`src/hdl/lcm_settings.svh`:
```
`ifndef LCM_SETTINGS_SVH
`define LCM_SETTINGS_SVH

// panel geometry
`define LCM_WIDTH_BITS   64  // pixels per line
`define LCM_HEIGHT_LINES 8   // lines per frame
`define LCM_BYTE_WIDTH   8   // pixels packed per data byte

// panel clock, in clk cycles per half period
`define LCM_CLK_DIV      4

// lp high time in panel clock periods
`define LCM_LP_DELAY     10

`endif

```
`src/hdl/lcm_pkg.sv`:
```
`default_nettype none

`include "lcm_settings.svh"

package lcm_pkg;

	localparam int LCM_WIDTH_BYTES = `LCM_WIDTH_BITS / `LCM_BYTE_WIDTH;   // bytes per line
	localparam int LCM_DATA_BYTES  = LCM_WIDTH_BYTES * `LCM_HEIGHT_LINES; // bytes per frame
	localparam int LCM_INDEX_W     = $clog2(LCM_DATA_BYTES);

	typedef logic [LCM_INDEX_W-1:0]     lcm_index_t;
	typedef logic [`LCM_BYTE_WIDTH-1:0] lcm_byte_t;

	typedef enum logic [1:0] {
		op_nop         = 2'd0,
		op_write_pixel = 2'd1,
		op_refresh     = 2'd2
	} lcm_op_e;

	// host command word, opcode on top in both views
	typedef union packed {
		struct packed {
			lcm_op_e    op;
			lcm_index_t addr;  // frame buffer byte address
			lcm_byte_t  data;  // eight pixels
		} pix;
		struct packed {
			lcm_op_e    op;
			logic       full_frame;
			logic [LCM_INDEX_W+`LCM_BYTE_WIDTH-2:0] reserved;
		} ctl;
	} lcm_cmd_u;

endpackage

`default_nettype wire

```
`src/hdl/lcm_clk_gen.sv`:
```
`timescale 1ns/10ps
`default_nettype none

`include "lcm_settings.svh"

module lcm_clk_gen (
	input  wire  clk,
	input  wire  rst_n,
	output logic lcm_clk,
	output logic lcm_clk_event
);

	localparam int CNT_W = ($clog2(`LCM_CLK_DIV) > 0) ? $clog2(`LCM_CLK_DIV) : 1;

	logic [CNT_W-1:0] div_cnt;
	logic             div_done;

	assign div_done = (div_cnt == CNT_W'(`LCM_CLK_DIV - 1));

	// free running, so panel clock phase does not follow refresh requests
	always_ff @(posedge clk) begin
		if (!rst_n) begin
			div_cnt       <= '0;
			lcm_clk       <= 1'b0;
			lcm_clk_event <= 1'b0;
		end else begin
			lcm_clk_event <= 1'b0;
			if (div_done) begin
				div_cnt       <= '0;
				lcm_clk       <= ~lcm_clk;
				lcm_clk_event <= 1'b1;  // same edge as the toggle
			end else begin
				div_cnt <= div_cnt + 1'b1;
			end
		end
	end

endmodule

`default_nettype wire

```
`src/hdl/lcm_display_top.sv`:
```
`timescale 1ns/10ps
`default_nettype none

module lcm_display_top (
	input  wire                clk,
	input  wire                rst_n,
	input  wire                req,
	input  lcm_pkg::lcm_cmd_u  cmd,
	output logic               ack,
	output logic               xscl,
	output logic               lcm_lp,
	output logic               lcm_din,
	output logic               busy,
	output lcm_pkg::lcm_byte_t lcm_data
);

	import lcm_pkg::*;

	logic       wr_en;
	lcm_index_t wr_addr;
	lcm_byte_t  wr_data;
	logic       request_update;
	lcm_index_t rd_index;
	logic       lcm_clk;
	logic       lcm_clk_event;

	lcm_host_if host_if_i (
		.clk            (clk),
		.rst_n          (rst_n),
		.req            (req),
		.cmd            (cmd),
		.busy           (busy),
		.ack            (ack),
		.wr_en          (wr_en),
		.request_update (request_update),
		.wr_addr        (wr_addr),
		.wr_data        (wr_data)
	);

	lcm_frame_buf frame_buf_i (
		.clk      (clk),
		.wr_en    (wr_en),
		.wr_addr  (wr_addr),
		.wr_data  (wr_data),
		.rd_index (rd_index),
		.rd_data  (lcm_data)  // straight to the panel bus
	);

	lcm_clk_gen clk_gen_i (
		.clk           (clk),
		.rst_n         (rst_n),
		.lcm_clk       (lcm_clk),
		.lcm_clk_event (lcm_clk_event)
	);

	lcm_timing_ctrl timing_ctrl_i (
		.clk            (clk),
		.rst_n          (rst_n),
		.request_update (request_update),
		.lcm_clk        (lcm_clk),
		.lcm_clk_event  (lcm_clk_event),
		.rd_index       (rd_index),
		.xscl           (xscl),
		.lcm_lp         (lcm_lp),
		.lcm_din        (lcm_din),
		.busy           (busy)
	);

endmodule

`default_nettype wire

```
`src/hdl/lcm_frame_buf.sv`:
```
`timescale 1ns/10ps
`default_nettype none

module lcm_frame_buf (
	input  wire                 clk,
	input  wire                 wr_en,
	input  lcm_pkg::lcm_index_t wr_addr,
	input  lcm_pkg::lcm_byte_t  wr_data,
	input  lcm_pkg::lcm_index_t rd_index,
	output lcm_pkg::lcm_byte_t  rd_data
);

	import lcm_pkg::*;

	lcm_byte_t mem [LCM_DATA_BYTES];  // one frame, row major

	// host write port
	always_ff @(posedge clk) begin
		if (wr_en) begin
			mem[wr_addr] <= wr_data;
		end
	end

	// panel read port, one cycle latency
	always_ff @(posedge clk) begin
		rd_data <= mem[rd_index];
	end

endmodule

`default_nettype wire

```
`src/hdl/lcm_host_if.sv`:
```
`timescale 1ns/10ps
`default_nettype none

module lcm_host_if (
	input  wire                 clk,
	input  wire                 rst_n,
	input  wire                 req,
	input  lcm_pkg::lcm_cmd_u   cmd,
	input  wire                 busy,
	output logic                ack,
	output logic                wr_en,
	output logic                request_update,
	output lcm_pkg::lcm_index_t wr_addr,
	output lcm_pkg::lcm_byte_t  wr_data
);

	import lcm_pkg::*;

	localparam logic [1:0] HS_IDLE = 2'd0;
	localparam logic [1:0] HS_WAIT = 2'd1;  // refresh held off by busy
	localparam logic [1:0] HS_ACK  = 2'd2;

	logic [1:0] hs_state;

	// handshake and strobes
	always_ff @(posedge clk) begin
		if (!rst_n) begin
			hs_state       <= HS_IDLE;
			ack            <= 1'b0;
			wr_en          <= 1'b0;
			request_update <= 1'b0;
		end else begin
			wr_en          <= 1'b0;
			request_update <= 1'b0;
			case (hs_state)
				HS_IDLE: begin
					if (req) begin
						case (cmd.pix.op)
							op_write_pixel: begin
								wr_en    <= 1'b1;
								ack      <= 1'b1;
								hs_state <= HS_ACK;
							end
							op_refresh: hs_state <= HS_WAIT;
							default: begin  // nop, acked with no effect
								ack      <= 1'b1;
								hs_state <= HS_ACK;
							end
						endcase
					end
				end
				HS_WAIT: begin
					if (!busy) begin
						// only full frame refresh exists, a cleared flag acts as nop
						request_update <= cmd.ctl.full_frame;
						ack            <= 1'b1;
						hs_state       <= HS_ACK;
					end
				end
				HS_ACK: begin
					if (!req) begin
						ack      <= 1'b0;
						hs_state <= HS_IDLE;
					end
				end
				default: hs_state <= HS_IDLE;
			endcase
		end
	end

	// write payload, qualified by wr_en
	always_ff @(posedge clk) begin
		if (hs_state == HS_IDLE && req) begin
			wr_addr <= cmd.pix.addr;
			wr_data <= cmd.pix.data;
		end
	end

endmodule

`default_nettype wire

```
`src/hdl/lcm_timing_ctrl.sv`:
```
`timescale 1ns/10ps
`default_nettype none

`include "lcm_settings.svh"

module lcm_timing_ctrl (
	input  wire                clk,
	input  wire                rst_n,
	input  wire                request_update,
	input  wire                lcm_clk,
	input  wire                lcm_clk_event,
	output lcm_pkg::lcm_index_t rd_index,
	output logic               xscl,
	output logic               lcm_lp,
	output logic               lcm_din,
	output logic               busy
);

	import lcm_pkg::*;

	localparam logic [2:0] ST_IDLE     = 3'd0;
	localparam logic [2:0] ST_START    = 3'd1;
	localparam logic [2:0] ST_SHIFT    = 3'd2;
	localparam logic [2:0] ST_LP_WAIT  = 3'd3;
	localparam logic [2:0] ST_LP_HOLD  = 3'd4;
	localparam logic [2:0] ST_LP_END   = 3'd5;
	localparam logic [2:0] ST_LINE_GAP = 3'd6;

	localparam int LP_CNT_W = ($clog2(`LCM_LP_DELAY) > 0) ? $clog2(`LCM_LP_DELAY) : 1;

	logic [2:0]          state;
	logic [LP_CNT_W-1:0] lp_cnt;
	logic                clk_en;   // gates xscl
	logic                xscl_q;
	logic                rise_evt;
	logic                fall_evt;
	logic                line_end;
	logic                first_line;
	logic                more_bytes;

	assign rise_evt = lcm_clk_event & lcm_clk;
	assign fall_evt = lcm_clk_event & ~lcm_clk;

	// decided one byte early, the index is advanced on the same event
	assign line_end   = ((int'(rd_index) + 2) % LCM_WIDTH_BYTES) == 0;
	assign first_line = (int'(rd_index) + 2) == LCM_WIDTH_BYTES;
	assign more_bytes = int'(rd_index) < (LCM_DATA_BYTES - 1);

	always_ff @(posedge clk) begin
		if (!rst_n) begin
			state    <= ST_IDLE;
			lp_cnt   <= '0;
			clk_en   <= 1'b0;
			rd_index <= '0;
			lcm_lp   <= 1'b0;
			lcm_din  <= 1'b0;
		end else begin
			lcm_lp <= 1'b0;
			case (state)
				ST_IDLE: begin
					if (request_update) begin
						state <= ST_START;
					end
				end
				ST_START: begin
					if (rise_evt) begin  // first byte on a rising panel clock
						clk_en   <= 1'b1;
						rd_index <= '0;
						state    <= ST_SHIFT;
					end
				end
				ST_SHIFT: begin
					if (rise_evt) begin
						if (line_end) begin
							if (first_line) begin
								lcm_din <= 1'b1;  // frame start flag
							end
							state <= ST_LP_WAIT;
						end
						if (more_bytes) begin
							clk_en   <= 1'b1;
							rd_index <= rd_index + 1'b1;
						end else begin
							clk_en   <= 1'b0;  // frame done
							rd_index <= '0;
							state    <= ST_IDLE;
						end
					end
				end
				ST_LP_WAIT: begin
					if (fall_evt) begin  // last byte sampled on this edge
						clk_en <= 1'b0;
						lcm_lp <= 1'b1;
						lp_cnt <= '0;
						state  <= ST_LP_HOLD;
					end
				end
				ST_LP_HOLD: begin
					lcm_lp <= 1'b1;
					if (rise_evt) begin
						if (lp_cnt == LP_CNT_W'(`LCM_LP_DELAY - 1)) begin
							lp_cnt <= '0;
							state  <= ST_LP_END;
						end else begin
							lp_cnt <= lp_cnt + 1'b1;
						end
					end
				end
				ST_LP_END: begin
					if (fall_evt) begin  // lp already low here
						state <= ST_LINE_GAP;
					end
				end
				ST_LINE_GAP: begin
					if (rise_evt) begin
						lcm_din <= 1'b0;
						state   <= ST_SHIFT;
					end
				end
				default: begin
					state <= ST_IDLE;
				end
			endcase
		end
	end

	// xscl trails lcm_clk by one clk cycle
	always_ff @(posedge clk) begin
		if (!rst_n) begin
			xscl_q <= 1'b0;
		end else if (lcm_clk_event) begin
			xscl_q <= lcm_clk;
		end
	end

	assign xscl = clk_en & xscl_q;
	assign busy = (state != ST_IDLE);

endmodule

`default_nettype wire

```
`config.mk`:
```
export PLATFORM = sky130hd
export DESIGN_NAME = lcm_display_top
export DESIGN_NICKNAME = d
export VERILOG_FILES = /design/src/hdl/lcm_pkg.sv /design/src/hdl/lcm_clk_gen.sv /design/src/hdl/lcm_display_top.sv /design/src/hdl/lcm_frame_buf.sv /design/src/hdl/lcm_host_if.sv /design/src/hdl/lcm_timing_ctrl.sv
export VERILOG_INCLUDE_DIRS = /design/src /design/src/hdl
export SDC_FILE = /design/constraint.sdc
export NUM_CORES = 1
export LEC_CHECK = 0
export ABC_AREA = 1
export BUFFER_PORTS_ARGS = -buffer_cell sky130_fd_sc_hd__clkbuf_2
export CORE_MARGIN = 2
export CORE_UTILIZATION = 50
export CTS_CLUSTER_SIZE = 30
export DETAILED_ROUTE_END_ITERATION = 16
export PLACE_DENSITY = 0.66
export SYNTH_ARGS = -nofsm -noshare
export SYNTH_HDL_FRONTEND = slang
export SYNTH_HIERARCHICAL = 1
export SYNTH_SLANG_ARGS = --single-unit
```
`constraint.sdc`:
```
create_clock -name clk -period 6 [get_ports clk]
set_input_delay 0.3 -clock clk [delete_from_list [all_inputs] [get_ports clk]]
set_output_delay 0.3 -clock clk [all_outputs]
set_load 0.1 [all_outputs]
```
==> After elaboration in Yosys (flattened, before gate mapping) <==
Memories as Yosys holds them, arrays and structs flattened. A register that Yosys moved wholly into a read port is not among the register bits.
Index checks and enable logic that the tools add are counted.
{ "totals": {"in_bits": 19, "wordCells": 124, "ff_bits": 40, "out_inout_bits": 13, "n_memories": 1, "ramBits": 512} }
{ "mem_list": {"columns": ["memory", "words", "width", "read_ports", "rd_ports_with_merged_regs", "write_ports", "line", "text"], "rows": [
  ["frame_buf_i.mem", 64, 8, 1, 1, 1, "lcm_frame_buf.sv:15", "lcm_byte_t mem [LCM_DATA_BYTES];"]
]} }
{ "classes": {"n_reduce_logical": 22, "eq_ne": 29, "n_addsub": 4, "bitwise_logic": 7, "order_cmp": 1, "n_mux": 44} }
{ "op_table": {"columns": ["cell", "count"], "rows": [
  ["equality test 32 x 5 -> 1 bit (second input constant)", 1],
  ["zero test 32 bit", 1],
  ["2-to-1 mux 3 bit", 9],
  ["inequality test 2 x 1 -> 1 bit (second input constant)", 10],
  ["2-to-1 mux 6 bit", 3],
  ["case mux 3 bit (6 select lines)", 1],
  ["2-to-1 mux 1 bit", 17],
  ["2-to-1 mux 4 bit", 3],
  ["case mux 6 bit (2 select lines)", 1],
  ["AND reduction 3 bit", 4],
  ["inequality test 2 bit (second input constant)", 5],
  ["AND reduction 5 bit", 2],
  ["equality test 3 bit (second input constant)", 3],
  ["nonzero test 3 bit", 3],
  ["2-to-1 mux 2 bit", 4],
  ["case mux 4 bit (2 select lines)", 1],
  ["AND reduction 8 bit", 1],
  ["adder 6 x 2 -> 7 bit (second input constant)", 1],
  ["adder 6 x 1 -> 6 bit (second input constant)", 1],
  ["equality test 2 bit (second input constant)", 3],
  ["equality test 3 x 2 -> 1 bit (second input constant)", 2],
  ["< comparator 6 bit (second input constant)", 1],
  ["case mux 1 bit (3 select lines)", 2],
  ["case mux 2 bit (3 select lines)", 1],
  ["17 further kinds", 27]
]} }

==> Longest topological paths before layout <==
{ "logic_depth": {"depth_word": 8, "depth_mapped": 12, "depth_no_buf": 11} }

==> By module <==
The synthesis kept the hierarchy.
{ "modules_own_cells": {"columns": ["module", "seq_area_each_um2", "n_inst", "area_per_inst_um2", "cells_each"], "rows": [
  ["lcm_frame_buf", 15534.9, 1, 21339.2, 1805],
  ["lcm_timing_ctrl", 340.3, 1, 1124.8, 173],
  ["lcm_host_if", 520.5, 1, 660.6, 52],
  ["lcm_clk_gen", 80.1, 1, 146.4, 17]
]} }

==> Least setup slack after synthesis <==
OpenSTA, ideal clock, no wires.
{ "synth_timing": {"path_kind": "register -> register", "from": "register host_if_i.wr_en", "to": "memory frame_buf_i/mem[48][0] in the netlist's numbering (enable)", "period_less_slack_ps": 2057, "t_required_ps": 5605, "path_stages_with_launch": 4, "setup_ps": 395, "n_path_buf": 1, "t_arrival_ps": 1663, "setup_slack_ps": 3943, "path_cell_list": "dfxtp_1 clkbuf_1 nand4_1 nor4_1"} }
{ "synth_via": {"elab_chain_len": 2} }
{ "synth_lines": {"columns": ["item", "line", "text"], "rows": [
  ["start: declaration", "lcm_host_if.sv:11", "output logic wr_en,"],
  ["start signal: assignment", "lcm_host_if.sv:30", "wr_en <= 1'b0;"],
  ["start signal: assignment", "lcm_host_if.sv:33", "wr_en <= 1'b0;"],
  ["start signal: assignment", "lcm_host_if.sv:40", "wr_en <= 1'b1;"],
  ["2-to-1 mux 1 bit", "lcm_frame_buf.sv:19", "if (wr_en) begin"],
  ["2-to-1 mux 1 bit (not written as such)", "lcm_frame_buf.sv:20", "mem[wr_addr] <= wr_data;"],
  ["end: declaration", "lcm_frame_buf.sv:15", null]
]} }
Every way passes these cells.

==> flow_summary_export.csv <==
group,metric,value,unit
timing,period_needed,3.466,ns
global_routing,overflow,0,
drt,dr.pass1.iters,5,
worst_setup_path,critPathKind,"flip-flop to flip-flop",
floorplanning,die_area,48280,um^2
layout,syn2layout_area_growth,9.490,%
power_and_ir_drop,finalPower,0.008174,W
power_and_ir_drop,internal_power,0.006357,W
global_routing,grt_pass1_wl,87850,um
power_and_ir_drop,p_leak,9.183,nW
global_routing,antenna_found_initial,0,
clock_network,clockBufferDepth,3,
placement,place_hpwl,31650,um
floorplanning,fp.dieH,219.7,um
layout,final_common_cell,"nand2_1",
synthesis,async_flop_share,0,%
timing,setup_tns,0,ns
timing,hold_violations,0,
outcome,status,"finished clean",
clock_network,cts-root-buf,"clkbuf_16",
timing,drv_slew,0,
floorplanning,coreArea,46260,um^2
floorplanning,start_util,50.31,%
timing,fin_crit_sh,57.76,%
layout,drive_gt1_share,7.214,%
synthesis,syn_avg_cell_area,11.37,um^2
placement,port_buffers,31,
synthesis,synth-edff-count,526,
placement,place.gp.congestion,0.8635,
power_and_ir_drop,sw_frac_of_total,22.23,%
layout,finalNetCount,2089,
global_routing,track_usage,24.16,%
clock_network,worstSkewPairLatency,0.61,ns
floorplanning,dieWidth,219.7,um
worst_setup_path,crit_path_end_kind,"flip-flop",
power_and_ir_drop,p_per_area,320.8,nW/um^2
clock_network,clock-sinks,560,
power_and_ir_drop,vdd_drop_max,407.5,uV
drt,wl,57260,um
power_and_ir_drop,clkPwrFrac,40.7,%
worst_setup_path,cp_top_family,"buffers and inverters",
synthesis,netlist_instances,2047,
drt,drtAntennaViolNets,0,
synthesis,ys_warn_count,6,
global_routing,grt_max_degree,212,
worst_setup_path,cp_slowest_cell,"dfxtp_4",
placement,dp_cells,2595,
worst_setup_path,arrival,4.02,ns
timing,holdWs,0.1145,ns
layout,fillers,3861,
worst_setup_path,worst_path_most_repeated_cell,"nand3_1",
synthesis,ys_seq_area_share,70.80,%
layout,final_cell_mix,"693 x nand2_1, 526 x edfxtp_1, 460 x nand3_1",
timing,clock.fmax,0.2885,GHz
worst_setup_path,path_buf_inv,2,
layout,diodes,0,
synthesis,netlist_area,23270,um^2
power_and_ir_drop,pwr-share-comb,5.6,%
drt,vias,15445,
global_routing,grt_pass1_vias,15047,
timing,rsz0062_at_grt,"false",
power_and_ir_drop,pwr-share-seq,53.7,%
synthesis,synth_cell_types,37,
synthesis,synth_seq_cells,560,
worst_setup_path,path_cells,"clkinv_2, buf_4, nand3_1, nand3_1, nand2_1, nand2_1, nand3_1, nand3_1, nand2_1",
synthesis,synth_ff_type,"edfxtp_1",
worst_setup_path,cp.required,6.55,ns
worst_setup_path,slowest_delay,0.84,ns
drt,drc_errors,0,
flow_run,cap_violations,0,
timing,relSlewSlack,27.26,%
worst_setup_path,startpoint_type,"flip-flop",
power_and_ir_drop,switchingPower,0.001818,W
drt,wl_per_cell,21.10,um
clock_network,cts_inserted_buffers,56,
timing,setup_viol,0,
timing,tightest_slew,1.090,ns
timing,skew,0.01669,ns
clock_network,cts_tree,"done",
worst_setup_path,path_max_fanout,85,
floorplanning,rows,79,
drt,drt-vias-per-instance,5.691,
hold_path,hp-class,"primary input to flip-flop",
drt,drt_first_iter_violations,1552,
layout,fin_cells,2714,
clock_network,cts_max_level,2,
clock_network,path_clk_slew,0.06,ns
synthesis,syn_nets,2073,
floorplanning,io_pins,32,
[area by class of cell]
| class | instances | area, um^2 | area share [%] |
|---|---|---|---|
| multi-input cells | 1324 | 5786 | 22.71 |
| inverters | 48 | 186.4 | 0.7317 |
| clock inverters | 24 | 190.2 | 0.7464 |
| well taps | 607 | 759.5 | 2.981 |
| clock buffers | 78 | 1535 | 6.025 |
| repair buffers | 73 | 538.0 | 2.112 |
| flip-flops and latches | 560 | 16480 | 64.70 |
[state kept, by name, summed over array words and instances (netlist names), 3 cells and up]
name and count:
frame_buf_i/rd_data 8, host_if_i/wr_addr 6, timing_ctrl_i/state 3, timing_ctrl_i/rd_index 6, frame_buf_i/mem 512, timing_ctrl_i/lp_cnt 4, host_if_i/wr_data 8
[kinds of logic (layout without fill, tap and decap cells)]
kind of cell | after synthesis | count (layout) | share of synthesized area [%]
xor+xnor | 2 | 2 | 0.07529
simple gates | 1291 | 1291 | 23.85
fa+ha+maj | 7 | 7 | 0.3763
buf+inv | 163 | 223 | 4.339
flops | 560 | 560 | 70.80
compound gates | 24 | 24 | 0.5646
[worst register-to-register path, delay by kind of cell (launching register included)]
kind	cells	cell delay [ns]
simple gates	7	1.07
buf+inv	2	1.51
flops	1	0.84
[cell usage after synthesis, types with 8 or more instances]
| library cell | count | share of area [%] |
|---|---|---|
| a21oi_1 | 9 | 0.19 |
| buf_1 | 10 | 0.16 |
| buf_2 | 37 | 0.80 |
| buf_4 | 14 | 0.45 |
| buf_6 | 36 | 1.7 |
| clkbuf_1 | 15 | 0.24 |
| dfxtp_1 | 34 | 2.9 |
| edfxtp_1 | 526 | 68 |
| inv_1 | 42 | 0.68 |
| nand2_1 | 693 | 11 |
| nand3_1 | 460 | 9.9 |
| nand4_1 | 11 | 0.30 |
| nor2_1 | 97 | 1.6 |
| nor4_1 | 9 | 0.24 |
| o21ai_0 | 8 | 0.17 |
[power groups by stage]
stage          Clock, W  Sequential (W)  Combinational (W)
2_1_floorplan         0         0.00452           0.000272
3_3_place_gp          0         0.00447           0.000444
3_5_place_dp          0         0.00447           0.000452
4_1_cts         0.00338         0.00439           0.000462
5_1_grt         0.00352         0.00439           0.000510
6_report        0.00332         0.00439           0.000462
[metal layers]
metal / share of wire [%] / track usage, %
met2: 47 / 38.40
met3: 7.8 / 4.086
met5: 0 / 0
met1: 41 / 32.66
met4: 4.3 / 11.25
[path summary, 6_finish.rpt]
kind | slack, ns | start | cells after the start | end
worst max-delay path | 2.53 | timing_ctrl_i/rd_index[1] | 9 | frame_buf_i/rd_data[4]
worst min-delay path | 0.11 | req | 3 | host_if_i/wr_addr[5]
worst max register to register | 2.53 | timing_ctrl_i/rd_index[1] | 9 | frame_buf_i/rd_data[4]
worst min register to register | 0.46 | clk_gen_i/div_cnt[0] | 1 | clk_gen_i/div_cnt[0]
[timing repair]
item,4_1_cts,5_1_grt
hold endpoints to repair,16,0
gates resized for setup,0,0
hold buffers,17,0
buffers inserted,0,0
[metrics by stage]
step	util [%]	worst slack, ns	cell area (um^2)
after floorplan	-	3.943	23270
after global placement	50.98	2.633	23580
after detailed placement	50.98	2.605	23580
after CTS	55.08	2.567	25480
after global routing	55.08	2.325	25480
final	55.08	2.534	25480
No activity file was read; power rests on OpenSTA's default activity.
